## src/verilog/vertex_consts.svh

```systemverilog
`ifndef VERTEX_CONSTS_SVH
`define VERTEX_CONSTS_SVH

// Width of one vertex field in a line
`define VERTEX_BITS 32

// Vertices carried by one cache line
`define LINE_VERTICES 4
`define LINE_BITS 128

// Address step from one chunk to the next
`define LINE_BYTES 16

`define ADDR_BITS 32

// Vertex counts and vertex ids
`define COUNT_BITS 16

// Job FIFO entries
`define JOB_FIFO_DEPTH 16

`endif

```

## src/verilog/vertex_pkg.sv

```systemverilog
package vertex_pkg;

	`include "vertex_consts.svh"

	// Which vertex array a command or a returned line belongs to
	typedef enum logic [1:0] {
		IN_DEGREE  = 2'd0,
		OUT_DEGREE = 2'd1,
		EDGES_IDX  = 2'd2
	} array_sel_t;

	// Read issuer FSM
	typedef enum logic [2:0] {
		IDLE       = 3'd0,
		CHECK      = 3'd1,
		SEND_IN    = 3'd2,
		SEND_OUT   = 3'd3,
		SEND_EDGES = 3'd4,
		WAIT_LINE  = 3'd5
	} issuer_state_t;

	// One unpacked vertex job
	typedef struct packed {
		logic [`COUNT_BITS-1:0]  id;
		logic [`VERTEX_BITS-1:0] in_degree;
		logic [`VERTEX_BITS-1:0] out_degree;
		logic [`VERTEX_BITS-1:0] edges_idx;
	} vertex_job_t;

endpackage

```

## src/verilog/vertex_line_if.sv

```systemverilog
`timescale 1ns/1ps

`include "vertex_consts.svh"

// One buffered chunk, line store to job queue
interface vertex_line_if;

	logic [`LINE_BITS-1:0]  in_line;
	logic [`LINE_BITS-1:0]  out_line;
	logic [`LINE_BITS-1:0]  edges_line;
	logic [`COUNT_BITS-1:0] count;
	// All three lines of the chunk are present
	logic                   full;
	// Single pulse once the queue has unpacked the chunk
	logic                   chunk_release;

	modport store (
		output in_line, out_line, edges_line, count, full,
		input  chunk_release
	);

	modport queue (
		input  in_line, out_line, edges_line, count, full,
		output chunk_release
	);

endinterface

```

## src/verilog/sync_fifo.sv

```systemverilog
`timescale 1ns/1ps

module sync_fifo #(
	parameter int WIDTH = 8,
	parameter int DEPTH = 16
) (
	input  logic                       clock,
	input  logic                       rstn,
	input  logic                       push,
	input  logic [WIDTH-1:0]           data_in,
	input  logic                       pop,
	output logic [WIDTH-1:0]           data_out,
	output logic                       out_valid,
	output logic                       empty,
	output logic [$clog2(DEPTH+1)-1:0] fill
);

	localparam int PTR_BITS = (DEPTH > 1) ? $clog2(DEPTH) : 1;

	logic [WIDTH-1:0]    mem [DEPTH];
	logic [PTR_BITS-1:0] wr_ptr;
	logic [PTR_BITS-1:0] rd_ptr;
	logic                do_push;
	logic                do_pop;

	// Circular wrap, DEPTH need not be a power of two
	function automatic logic [PTR_BITS-1:0] next_ptr(input logic [PTR_BITS-1:0] ptr);
		return (ptr == PTR_BITS'(DEPTH - 1)) ? '0 : ptr + 1'b1;
	endfunction

	assign empty   = (fill == '0);
	assign do_pop  = pop && !empty;
	assign do_push = push && ((fill < DEPTH) || do_pop);

	always_ff @(posedge clock) begin
		if (do_push)
			mem[wr_ptr] <= data_in;
		if (do_pop)
			data_out <= mem[rd_ptr];
	end

	always_ff @(posedge clock or negedge rstn) begin
		if (!rstn) begin
			wr_ptr    <= '0;
			rd_ptr    <= '0;
			fill      <= '0;
			out_valid <= 1'b0;
		end else begin
			out_valid <= do_pop;
			if (do_push)
				wr_ptr <= next_ptr(wr_ptr);
			if (do_pop)
				rd_ptr <= next_ptr(rd_ptr);
			case ({do_push, do_pop})
				2'b10: fill <= fill + 1'b1;
				2'b01: fill <= fill - 1'b1;
				default: ;
			endcase
		end
	end

endmodule

```

## src/verilog/vertex_read_issuer.sv

```systemverilog
`timescale 1ns/1ps

`include "vertex_consts.svh"

module vertex_read_issuer (
	input  logic                   clock,
	input  logic                   rstn,
	input  logic                   start,
	input  logic [`COUNT_BITS-1:0] num_vertices,
	input  logic [`ADDR_BITS-1:0]  base_in,
	input  logic [`ADDR_BITS-1:0]  base_out,
	input  logic [`ADDR_BITS-1:0]  base_edges,
	input  logic                   space_ok,
	input  logic                   line_done,
	output logic                   cmd_valid,
	output logic [`ADDR_BITS-1:0]  cmd_addr,
	output vertex_pkg::array_sel_t cmd_array,
	output logic [`COUNT_BITS-1:0] cmd_count,
	output logic                   chunk_load,
	output logic [`COUNT_BITS-1:0] chunk_count,
	output logic                   busy
);

	import vertex_pkg::*;

	issuer_state_t state;

	logic [`COUNT_BITS-1:0] remaining;
	logic [`ADDR_BITS-1:0]  offset;
	logic [`COUNT_BITS-1:0] chunk_size;

	logic [`ADDR_BITS-1:0] base_in_q;
	logic [`ADDR_BITS-1:0] base_out_q;
	logic [`ADDR_BITS-1:0] base_edges_q;

	// Last chunk may be short
	assign chunk_size = (remaining > `COUNT_BITS'(`LINE_VERTICES)) ?
		`COUNT_BITS'(`LINE_VERTICES) : remaining;

	assign busy = (state != IDLE);

	////////////////////////////////////////////////////////////////////////////
	// Command outputs in the SEND states
	////////////////////////////////////////////////////////////////////////////

	assign cmd_valid   = (state == SEND_IN) || (state == SEND_OUT) || (state == SEND_EDGES);
	assign cmd_count   = chunk_size;
	assign chunk_load  = (state == SEND_IN);
	assign chunk_count = chunk_size;

	always_comb begin
		case (state)
			SEND_OUT: begin
				cmd_array = OUT_DEGREE;
				cmd_addr  = base_out_q + offset;
			end
			SEND_EDGES: begin
				cmd_array = EDGES_IDX;
				cmd_addr  = base_edges_q + offset;
			end
			default: begin
				cmd_array = IN_DEGREE;
				cmd_addr  = base_in_q + offset;
			end
		endcase
	end

	// Bases latched on an accepted start
	always_ff @(posedge clock) begin
		if (state == IDLE && start) begin
			base_in_q    <= base_in;
			base_out_q   <= base_out;
			base_edges_q <= base_edges;
		end
	end

	////////////////////////////////////////////////////////////////////////////
	// Chunking FSM
	////////////////////////////////////////////////////////////////////////////

	always_ff @(posedge clock or negedge rstn) begin
		if (!rstn) begin
			state     <= IDLE;
			remaining <= '0;
			offset    <= '0;
		end else begin
			case (state)
				IDLE: begin
					if (start) begin
						remaining <= num_vertices;
						offset    <= '0;
						state     <= CHECK;
					end
				end
				CHECK: begin
					// Hold here until the job FIFO can take a whole line
					if (remaining == '0)
						state <= IDLE;
					else if (space_ok)
						state <= SEND_IN;
				end
				SEND_IN: state <= SEND_OUT;
				SEND_OUT: state <= SEND_EDGES;
				SEND_EDGES: state <= WAIT_LINE;
				WAIT_LINE: begin
					if (line_done) begin
						remaining <= remaining - chunk_size;
						offset    <= offset + `ADDR_BITS'(`LINE_BYTES);
						state     <= CHECK;
					end
				end
				default: state <= IDLE;
			endcase
		end
	end

endmodule

```

## src/verilog/vertex_line_store.sv

```systemverilog
`timescale 1ns/1ps

`include "vertex_consts.svh"

module vertex_line_store (
	input  logic                   clock,
	input  logic                   rstn,
	input  logic                   data_valid,
	input  vertex_pkg::array_sel_t data_array,
	input  logic [`LINE_BITS-1:0]  data_line,
	input  logic                   chunk_load,
	input  logic [`COUNT_BITS-1:0] chunk_count,
	output logic                   line_done,
	vertex_line_if.store           line
);

	import vertex_pkg::*;

	logic [`LINE_BITS-1:0] in_q;
	logic [`LINE_BITS-1:0] out_q;
	logic [`LINE_BITS-1:0] edges_q;

	logic                   in_seen;
	logic                   out_seen;
	logic                   edges_seen;
	logic [`COUNT_BITS-1:0] count_q;

	assign line.in_line    = in_q;
	assign line.out_line   = out_q;
	assign line.edges_line = edges_q;
	assign line.count      = count_q;
	assign line.full       = in_seen && out_seen && edges_seen;

	// Queue finished the chunk, the issuer may move on
	assign line_done = line.chunk_release;

	// Line payload, a repeated array simply overwrites
	always_ff @(posedge clock) begin
		if (data_valid) begin
			case (data_array)
				IN_DEGREE:  in_q    <= data_line;
				OUT_DEGREE: out_q   <= data_line;
				EDGES_IDX:  edges_q <= data_line;
				default: ;
			endcase
		end
	end

	always_ff @(posedge clock or negedge rstn) begin
		if (!rstn) begin
			in_seen    <= 1'b0;
			out_seen   <= 1'b0;
			edges_seen <= 1'b0;
			count_q    <= '0;
		end else begin
			if (chunk_load)
				count_q <= chunk_count;
			if (line.chunk_release) begin
				in_seen    <= 1'b0;
				out_seen   <= 1'b0;
				edges_seen <= 1'b0;
			end
			// Arrival wins over a clear in the same cycle
			if (data_valid) begin
				case (data_array)
					IN_DEGREE:  in_seen    <= 1'b1;
					OUT_DEGREE: out_seen   <= 1'b1;
					EDGES_IDX:  edges_seen <= 1'b1;
					default: ;
				endcase
			end
		end
	end

endmodule

```

## src/verilog/vertex_job_queue.sv

```systemverilog
`timescale 1ns/1ps

`include "vertex_consts.svh"

module vertex_job_queue (
	input  logic                    clock,
	input  logic                    rstn,
	input  logic                    start,
	input  logic                    vertex_request,
	vertex_line_if.queue            line,
	output logic                    space_ok,
	output logic                    vertex_valid,
	output logic [`COUNT_BITS-1:0]  vertex_id,
	output logic [`VERTEX_BITS-1:0] vertex_in_degree,
	output logic [`VERTEX_BITS-1:0] vertex_out_degree,
	output logic [`VERTEX_BITS-1:0] vertex_edges_idx,
	output logic [`VERTEX_BITS-1:0] jobs_filtered,
	output logic [`VERTEX_BITS-1:0] jobs_issued,
	output logic [`VERTEX_BITS-1:0] edges_issued
);

	import vertex_pkg::*;

	localparam int FILL_BITS = $clog2(`JOB_FIFO_DEPTH + 1);

	logic                   unpacking;
	logic [`COUNT_BITS-1:0] unpack_idx;
	logic [`COUNT_BITS-1:0] next_id;
	logic                   last_vertex;
	logic                   push_job;
	logic                   drop_job;

	vertex_job_t            cur_job;
	vertex_job_t            popped_job;
	logic                   fifo_empty;
	logic [FILL_BITS-1:0]   fifo_fill;

	////////////////////////////////////////////////////////////////////////////
	// Unpack one vertex per cycle, lowest first
	////////////////////////////////////////////////////////////////////////////

	always_comb begin
		cur_job.id         = next_id;
		cur_job.in_degree  = line.in_line[unpack_idx*`VERTEX_BITS +: `VERTEX_BITS];
		cur_job.out_degree = line.out_line[unpack_idx*`VERTEX_BITS +: `VERTEX_BITS];
		cur_job.edges_idx  = line.edges_line[unpack_idx*`VERTEX_BITS +: `VERTEX_BITS];
	end

	assign last_vertex = unpacking && (unpack_idx == line.count - 1'b1);
	assign line.chunk_release = last_vertex;

	// No outgoing edges, nothing to schedule
	assign push_job = unpacking && (cur_job.out_degree != '0);
	assign drop_job = unpacking && (cur_job.out_degree == '0);

	always_ff @(posedge clock or negedge rstn) begin
		if (!rstn) begin
			unpacking  <= 1'b0;
			unpack_idx <= '0;
			next_id    <= '0;
		end else begin
			if (!unpacking && line.full) begin
				unpacking  <= 1'b1;
				unpack_idx <= '0;
			end else if (unpacking) begin
				if (last_vertex)
					unpacking <= 1'b0;
				else
					unpack_idx <= unpack_idx + 1'b1;
			end
			// Ids run across chunks and restart with each job set
			if (start)
				next_id <= '0;
			else if (unpacking)
				next_id <= next_id + 1'b1;
		end
	end

	////////////////////////////////////////////////////////////////////////////
	// Job FIFO
	////////////////////////////////////////////////////////////////////////////

	sync_fifo #(
		.WIDTH($bits(vertex_job_t)),
		.DEPTH(`JOB_FIFO_DEPTH)
	) job_fifo (
		.clock    (clock),
		.rstn     (rstn),
		.push     (push_job),
		.data_in  (cur_job),
		.pop      (vertex_request),
		.data_out (popped_job),
		.out_valid(vertex_valid),
		.empty    (fifo_empty),
		.fill     (fifo_fill)
	);

	// Room for a whole line of jobs
	assign space_ok = fifo_empty || (fifo_fill <= (`JOB_FIFO_DEPTH - `LINE_VERTICES));

	assign vertex_id         = popped_job.id;
	assign vertex_in_degree  = popped_job.in_degree;
	assign vertex_out_degree = popped_job.out_degree;
	assign vertex_edges_idx  = popped_job.edges_idx;

	// Running totals, kept across starts
	always_ff @(posedge clock or negedge rstn) begin
		if (!rstn) begin
			jobs_filtered <= '0;
			jobs_issued   <= '0;
			edges_issued  <= '0;
		end else begin
			if (drop_job)
				jobs_filtered <= jobs_filtered + 1'b1;
			if (vertex_valid) begin
				jobs_issued  <= jobs_issued + 1'b1;
				edges_issued <= edges_issued + vertex_out_degree;
			end
		end
	end

endmodule

```

## src/verilog/vertex_job_control.sv

```systemverilog
`timescale 1ns/1ps

`include "vertex_consts.svh"

module vertex_job_control (
	input  logic                    clock,
	input  logic                    rstn,
	input  logic                    start,
	input  logic [`COUNT_BITS-1:0]  num_vertices,
	input  logic [`ADDR_BITS-1:0]   base_in,
	input  logic [`ADDR_BITS-1:0]   base_out,
	input  logic [`ADDR_BITS-1:0]   base_edges,
	output logic                    cmd_valid,
	output logic [`ADDR_BITS-1:0]   cmd_addr,
	output vertex_pkg::array_sel_t  cmd_array,
	output logic [`COUNT_BITS-1:0]  cmd_count,
	input  logic                    data_valid,
	input  vertex_pkg::array_sel_t  data_array,
	input  logic [`LINE_BITS-1:0]   data_line,
	input  logic                    vertex_request,
	output logic                    vertex_valid,
	output logic [`COUNT_BITS-1:0]  vertex_id,
	output logic [`VERTEX_BITS-1:0] vertex_in_degree,
	output logic [`VERTEX_BITS-1:0] vertex_out_degree,
	output logic [`VERTEX_BITS-1:0] vertex_edges_idx,
	output logic [`VERTEX_BITS-1:0] jobs_filtered,
	output logic [`VERTEX_BITS-1:0] jobs_issued,
	output logic [`VERTEX_BITS-1:0] edges_issued,
	output logic                    busy
);

	logic                   chunk_load;
	logic [`COUNT_BITS-1:0] chunk_count;
	logic                   line_done;
	logic                   space_ok;

	vertex_line_if line_bus ();

	vertex_read_issuer issuer (
		.clock       (clock),
		.rstn        (rstn),
		.start       (start),
		.num_vertices(num_vertices),
		.base_in     (base_in),
		.base_out    (base_out),
		.base_edges  (base_edges),
		.space_ok    (space_ok),
		.line_done   (line_done),
		.cmd_valid   (cmd_valid),
		.cmd_addr    (cmd_addr),
		.cmd_array   (cmd_array),
		.cmd_count   (cmd_count),
		.chunk_load  (chunk_load),
		.chunk_count (chunk_count),
		.busy        (busy)
	);

	vertex_line_store line_store (
		.clock      (clock),
		.rstn       (rstn),
		.data_valid (data_valid),
		.data_array (data_array),
		.data_line  (data_line),
		.chunk_load (chunk_load),
		.chunk_count(chunk_count),
		.line_done  (line_done),
		.line       (line_bus.store)
	);

	// Id restart only for a start the issuer takes, so only while idle
	vertex_job_queue job_queue (
		.clock            (clock),
		.rstn             (rstn),
		.start            (start && !busy),
		.vertex_request   (vertex_request),
		.line             (line_bus.queue),
		.space_ok         (space_ok),
		.vertex_valid     (vertex_valid),
		.vertex_id        (vertex_id),
		.vertex_in_degree (vertex_in_degree),
		.vertex_out_degree(vertex_out_degree),
		.vertex_edges_idx (vertex_edges_idx),
		.jobs_filtered    (jobs_filtered),
		.jobs_issued      (jobs_issued),
		.edges_issued     (edges_issued)
	);

endmodule

```

## config.mk

```make
export PLATFORM = sky130hd
export DESIGN_NAME = vertex_job_control
export DESIGN_NICKNAME = d
export VERILOG_FILES = /design/src/verilog/vertex_pkg.sv /design/src/verilog/vertex_line_if.sv /design/src/verilog/sync_fifo.sv /design/src/verilog/vertex_read_issuer.sv /design/src/verilog/vertex_line_store.sv /design/src/verilog/vertex_job_queue.sv /design/src/verilog/vertex_job_control.sv
export VERILOG_INCLUDE_DIRS = /design/src /design/src/verilog
export SDC_FILE = /design/constraint.sdc
export NUM_CORES = 2
export LEC_CHECK = 0
export BUFFER_PORTS_ARGS = -buffer_cell sky130_fd_sc_hd__buf_2
export CORE_MARGIN = 5
export CORE_UTILIZATION = 55
export CTS_CLUSTER_DIAMETER = 200
export CTS_CLUSTER_SIZE = 40
export DETAILED_ROUTE_END_ITERATION = 10
export GPL_TIMING_DRIVEN = 0
export HOLD_SLACK_MARGIN = 0.15
export PLACE_DENSITY_LB_ADDON = 0.12
export SYNTH_ARGS = -nofsm -noshare
export SYNTH_HDL_FRONTEND = slang
export SYNTH_SLANG_ARGS = --single-unit
```

## constraint.sdc

```tcl
create_clock -name clock -period 5.13 [get_ports clock]
set_clock_uncertainty 0.2 [all_clocks]
set_input_delay 0.513 -clock clock [delete_from_list [all_inputs] [get_ports clock]]
set_output_delay 0.513 -clock clock [all_outputs]
set_load 0.01 [all_outputs]
```

# After elaboration in Yosys (flattened, before gate mapping)
# Memory sizes are Yosys's and may differ from the RTL's. A register that Yosys moved wholly into a read port is not among the register bits.
# Cells that the tools add are included.
dict set report word_totals {
  regBits 693
  mem_bits_rw 1792
  n_memories 1
}
dict set report classes {
  magnitude_cmp 3
  n_eq_ne 16
  add_sub_neg 15
  n_shift 3
  n_reduce_logical 34
  n_mux 36
}
# memory words width rd rd_ports_with_merged_regs wr line_no
set memory_table {}
lappend memory_table {job_queue.job_fifo.mem 16 112 1 1 1 sync_fifo.sv:20} ;# logic [WIDTH-1:0] mem [DEPTH];
# operator n
set ops {}
lappend ops {{indexed part select 128 x 22 -> 32 bit} 3}
lappend ops {{adder 32 bit} 4}
lappend ops {{2-to-1 mux 16 bit} 8}
lappend ops {{case mux 32 bit (2 select lines)} 2}
lappend ops {{adder 32 x 1 -> 32 bit (second input constant)} 2}
lappend ops {{2-to-1 mux 32 bit} 2}
lappend ops {{adder 16 x 1 -> 16 bit (second input constant)} 2}
lappend ops {{adder 32 x 5 -> 32 bit (second input constant)} 1}
lappend ops {{logical NOT 32 bit} 1}
lappend ops {{case mux 16 bit (2 select lines)} 1}
lappend ops {{nonzero test 32 bit} 1}
lappend ops {{case mux 3 bit (6 select lines)} 1}
lappend ops {{== test 16 bit} 1}
lappend ops {{> comparator 16 x 3 -> 1 bit (second input constant)} 1}
lappend ops {{logical NOT 16 bit} 1}
lappend ops {{subtractor 16 x 1 -> 16 bit (second input constant)} 1}
lappend ops {{subtractor 16 bit} 1}
lappend ops {{2-to-1 mux 1 bit} 14}
lappend ops {{2-to-1 mux 3 bit} 4}
lappend ops {{logical AND 1 bit} 10}
lappend ops {{case mux 5 bit (2 select lines)} 1}
lappend ops {{adder 4 x 1 -> 4 bit (second input constant)} 2}
lappend ops {{== test 4 bit (second input constant)} 2}
lappend ops {{2-to-1 mux 4 bit} 2}
lappend ops {{other kinds (22)} 39}

# Logic depth before layout (Yosys ltp)
dict set report logic_depth {
  ltp_word 7
  depth_mapped 18
  ltp_nobuf 16
}

# Hierarchy
# A second synthesis with hierarchy kept.
dict set report unflattened {
  cells_unflattened 5626
  hier_area_um2 103569.3
}
# module cells_each area_per_inst_um2 n_inst
set by_module_without_submodules {}
lappend by_module_without_submodules {sync_fifo 3423 72816.1 1}
lappend by_module_without_submodules {vertex_line_store 433 12324.3 1}
lappend by_module_without_submodules {vertex_job_queue 1072 10827.9 1}
lappend by_module_without_submodules {vertex_read_issuer 697 7587.3 1}
lappend by_module_without_submodules {vertex_job_control 1 13.8 1}

# Least setup slack after synthesis
# No wires, ideal clock.
dict set report synth_timing {
  path_kind {input -> register}
  start {input data_array[1]}
  end {register line_store.in_q[0] (netlist: line_store.line.in_line[0]) (enable)}
  arrival_time_ns 9.868
  stages 1
  setup_time_ns 0.803
  required_ns 4.127
  slack_ns -5.742
  path_cell_list {nor3b_1}
}
dict set report synth_between {
  elab_chain_len 2
}
# item line_no
set synth_rtl {}
lappend synth_rtl {{start: declaration} vertex_job_control.sv:18} ;# input vertex_pkg::array_sel_t data_array,
lappend synth_rtl {{logical NOT 2 bit} vertex_line_store.sv:40} ;# case (data_array)
lappend synth_rtl {{AND reduction 2 bit (no source line)} n/a}
lappend synth_rtl {{end signal: assignment} vertex_line_store.sv:41} ;# IN_DEGREE: in_q <= data_line;
lappend synth_rtl {{end: declaration} vertex_line_store.sv:19} ;# logic [`LINE_BITS-1:0] in_q;
# Every way passes these cells.
# A chain may end at the register's enable or synchronous reset.

# Final worst setup path
dict set report layout_timing {
  start {register issuer.state[1]}
  end {output cmd_addr[31]}
}
dict set report layout_between {
  elab_chain_len 2
}
# item line_no
set layout_rtl {}
lappend layout_rtl {{start: declaration} vertex_read_issuer.sv:26} ;# issuer_state_t state;
lappend layout_rtl {{start signal: assignment} vertex_read_issuer.sv:83} ;# state <= IDLE;
lappend layout_rtl {{start signal: assignment} vertex_read_issuer.sv:92} ;# state <= CHECK;
lappend layout_rtl {{start signal: assignment} vertex_read_issuer.sv:98} ;# state <= IDLE;
lappend layout_rtl {{== test 3 bit or == test 3 x 2 -> 1 bit (tied branches)} vertex_read_issuer.sv:52} ;# case (state)
lappend layout_rtl {{case mux 32 bit (2 select lines) *} vertex_read_issuer.sv:52}
lappend layout_rtl {{end: declaration} vertex_job_control.sv:14} ;# output logic [`ADDR_BITS-1:0] cmd_addr,
# Mark *: on every way between the ends. The rest lies on a longest branch, timed or not.

==> metrics.txt <==
Finished Layout Cells 8,238; via count of the first global-routing pass 51,100; FF-to-FF setup slack 0.17 ns; CTS Root Cell sky130_fd_sc_hd__clkbuf_16; final routed wirelength across all metal layers 259 mm; total chip power 0.0602 W; Setup violations, final 8; main flop type after synthesis sky130_fd_sc_hd__edfxtp_1; Hold Crit Class in -> reg; global placer's final weighted congestion 0.827; violated checks negative setup slack; total instance count after detailed placement 7,789; met2 GRT Util 45.1%; sequential fraction of the synthesis area roughly three quarters; largest cells by area after synthesis sky130_fd_sc_hd__edfxtp_1 (71%), sky130_fd_sc_hd__mux4_2 (15%), sky130_fd_sc_hd__dfrtp_1 (5.2%), sky130_fd_sc_hd__xnor2_1 (0.94%), sky130_fd_sc_hd__ha_1 (0.92%); Async SR Flop Fraction 8.06%; largest area contributor in the synthesized netlist sky130_fd_sc_hd__edfxtp_1; global routing's busiest layer met2; clock tree from TritonCTS built; core utilization of the finished layout 62.2%; Power per Cell Area about 530 nW/µm²; leading cell type in the layout, fill and taps excluded sky130_fd_sc_hd__edfxtp_1; wire length of the first global-routing pass 368 mm; critical-path cell list buf_4, and3_4, clkbuf_16, clkbuf_16, nand2_1, o21ai_1, ha_1, a21o_1, a21oi_4, o21bai_4, a2111oi_4, o32ai_4, a21oi_2, o2111ai_2, and2_4, o21a_1, nor2_2, xnor2_2, buf_2; Hold Path Stages 2; maximum root-to-sink buffer count 3; number of port buffers between 400 and 500; worst r2r src job_queue.unpack_idx[1]; Hold Path Sink issuer.base_in_q[19]; worst-margin pin slew 1.43 ns; slowest cell on the critical path sky130_fd_sc_hd__a2111oi_4; die width 439 µm; largest net degree at the start of global routing 102; placeable core region roughly 180,000 µm²; commonest cells after routing, fill and taps aside sky130_fd_sc_hd__edfxtp_1 (2,384), sky130_fd_sc_hd__mux4_2 (656), sky130_fd_sc_hd__buf_2 (491); layout-stage area growth over the synthesis result 12.6%; Max IR drop VDD 366 µV; CTS clock-pin slew for the worst setup and hold paths approximately 0.15 ns; hold violation total from the final report 0; cells on worst reg2reg path 12; Global Route Usage Sum 26.9%; number of max-slew violations in the final report 0; Mapped Area 101,000 µm²; Via density just over 6; Critical Path Source Type flip-flop; synthesized area per cell 21.2 µm²; maximum net fanout on the critical path 7; Starting Density a little under three fifths; top achievable clock speed roughly 190 MHz; unrepaired setup endpoints after global routing true; met1 Track Usage GR 37.6%; startpoint of the worst hold path base_in[19]; type of the setup path with the least slack reg -> out; FF-to-FF End job_queue.job_fifo.mem[2][41]; drt wl/cell approximately 31 µm; number of violations of the max-capacitance limit 0; Final min period 5.28 ns; remaining design rule violation count 0; clock sink total 2,593; H-tree depth 3; Fill cells 12,600; FP Rows between 150 and 200; Synth Register Bits 2,593; overflow left after global routing 0; Clk Latency, worst-skew pair roughly 0.79 ns; critical path data required time 4.42 ns; maximum cell stage delay along the critical path 0.47 ns; Worst slew margin 4.60%; die footprint 192,000 µm²; Top Ports 508; share of cells above drive strength 1 26.1%; total leakage power around 38 nW; minimum setup slack in the final design -0.149 ns; Tcrit/Tclk final 103%; hpwl dp roughly 170 mm; Critical Path AT 4.57 ns; Post-synth EDFFs 2,384; number of warning messages in the yosys log 0; number of buffers inserted during clock tree synthesis 74; number of iterations in the first detailed-routing pass 5; global-route met3 utilization 3.73%; Yosys top cell area share 70.9%; status finished, violations left; count of routing violations after the opening detailed-route iteration 6,116; final-stage net count 6,031; Antenna Violating Nets Remaining 0; antenna violations before repair 52; kind of end point of the critical path primary output; number of library cell types mapped by synthesis 76; cells after synthesis 4,761; vias after detailed routing about 51,000; Top cell by count, worst path sky130_fd_sc_hd__clkbuf_16; die outline height 439 µm
-- worst max path at each step --
stage | cells after the start | endpoint | startpoint
6_report | 19 | cmd_addr[31] | issuer.state[1]
5_1_grt | 19 | cmd_addr[31] | issuer.state[1]
4_1_cts | 19 | cmd_addr[31] | issuer.state[1]
3_5_place_dp | 13 | job_queue.job_fifo.mem[5][41] | job_queue.unpack_idx[1]
3_3_place_gp | 10 | job_queue.job_fifo.mem[4][42] | job_queue.unpack_idx[1]
2_1_floorplan | 18 | cmd_addr[31] | issuer.state[1]
-- layer usage --
metal | up-vias | wire (µm)
met1 | 27300 | 101000
met4 | 4 | 9120
met3 | 321 | 18700
met5 | - | 26
met2 | 2279 | 130000
li1 | 21200 | -
-- sequential cells by signal, summed over array words and instances (netlist names), 3 cells and up --
signal                       flops
issuer.state                     3
issuer.base_out_q               32
job_queue.unpack_idx            16
issuer.remaining                16
job_queue.edges_issued          32
job_queue.jobs_issued           32
line_store.line.edges_line     128
issuer.base_in_q                32
job_queue.job_fifo.mem        1792
line_store.line.count           16
job_queue.job_fifo.rd_ptr        4
issuer.base_edges_q             32
issuer.offset                   28
job_queue.job_fifo.data_out    112
job_queue.next_id               16
job_queue.jobs_filtered         32
line_store.line.in_line        128
job_queue.job_fifo.wr_ptr        4
line_store.line.out_line       128
job_queue.job_fifo.fill          5
-- stage by stage --
| step | hold slack (ns) | TNS [ns] | area (µm²) | setup WS, ns |
|---|---|---|---|---|
| after global placement | 0.251 | -7850.48 | 107000 | -3.99 |
| after detailed placement | 0.131 | -2650.13 | 108000 | -1.75 |
| after CTS | 0.186 | -0.778 | 113000 | -0.182 |
| after floorplan | 0.0174 | 0 | 101000 | 0.131 |
| final | 0.232 | -0.482 | 114000 | -0.149 |
| after global routing | 0.206 | -2.65 | 114000 | -0.354 |
-- layout make-up --
cell class	instances	area, µm²	share of cell area, %
inverters	47	176	0.155
diodes	22	55.1	0.0484
plain buffers	218	1060	0.931
well taps	2464	3080	2.71
clock inverters	6	75.1	0.0660
clock buffers	114	2040	1.80
multi-input cells	1915	23500	20.7
repair buffers	859	6940	6.10
flip-flops and latches	2593	76800	67.5
-- critical path, delay by kind of cell, from the launching register on --
kind / cells / cell delay [ns]
compound gates: 9 / 1.80
buf+inv: 4 / 0.62
simple gates: 4 / 0.53
flops: 1 / 0.45
fa+ha+maj: 1 / 0.28
xor+xnor: 1 / 0.13
-- repair_timing --
item	4_1_cts	5_1_grt
endpoints found under the setup margin	2467	261
gates resized for setup	83	42
cloned	0	1
hold buffers	251	0
endpoints found under the hold margin	681	0
pin swaps	33	37
buffers inserted	42	15
-- cells by family after synthesis --
family | count (synthesis) | synth area share [%]
mux | 721 | 15.3
xor+xnor | 184 | 1.60
other cells | 2 | 0.00743
buf+inv | 266 | 1.06
fa+ha+maj | 76 | 0.956
simple gates | 640 | 3.31
compound gates | 279 | 1.73
flops | 2593 | 76.0
-- synthesized netlist by cell type (27+ instances only) --
cell and instances:
sky130_fd_sc_hd__edfxtp_1 2384, sky130_fd_sc_hd__mux4_2 656, sky130_fd_sc_hd__dfrtp_1 209, sky130_fd_sc_hd__clkbuf_1 150, sky130_fd_sc_hd__nand2_1 133, sky130_fd_sc_hd__nor2_1 119
sky130_fd_sc_hd__and2_1 113, sky130_fd_sc_hd__xnor2_1 109, sky130_fd_sc_hd__o21ai_0 98, sky130_fd_sc_hd__xor2_1 75, sky130_fd_sc_hd__ha_1 74, sky130_fd_sc_hd__nand3_1 68
sky130_fd_sc_hd__a21oi_1 63, sky130_fd_sc_hd__buf_1 47, sky130_fd_sc_hd__inv_1 46, sky130_fd_sc_hd__and3_1 41, sky130_fd_sc_hd__mux2i_1 37, sky130_fd_sc_hd__mux2_2 28
sky130_fd_sc_hd__nand4_1 27
-- power by group --
part	total [W]	internal, W	leakage [nW]	switching, W
Combinational	0.0224	0.00902	12.3	0.0133
Clock	0.00877	0.00285	1.02	0.00592
Sequential	0.0290	0.0280	24.7	0.000992
Total	0.0602	0.0399	38.0	0.0203
No activity file was read; power rests on OpenSTA's default activity.
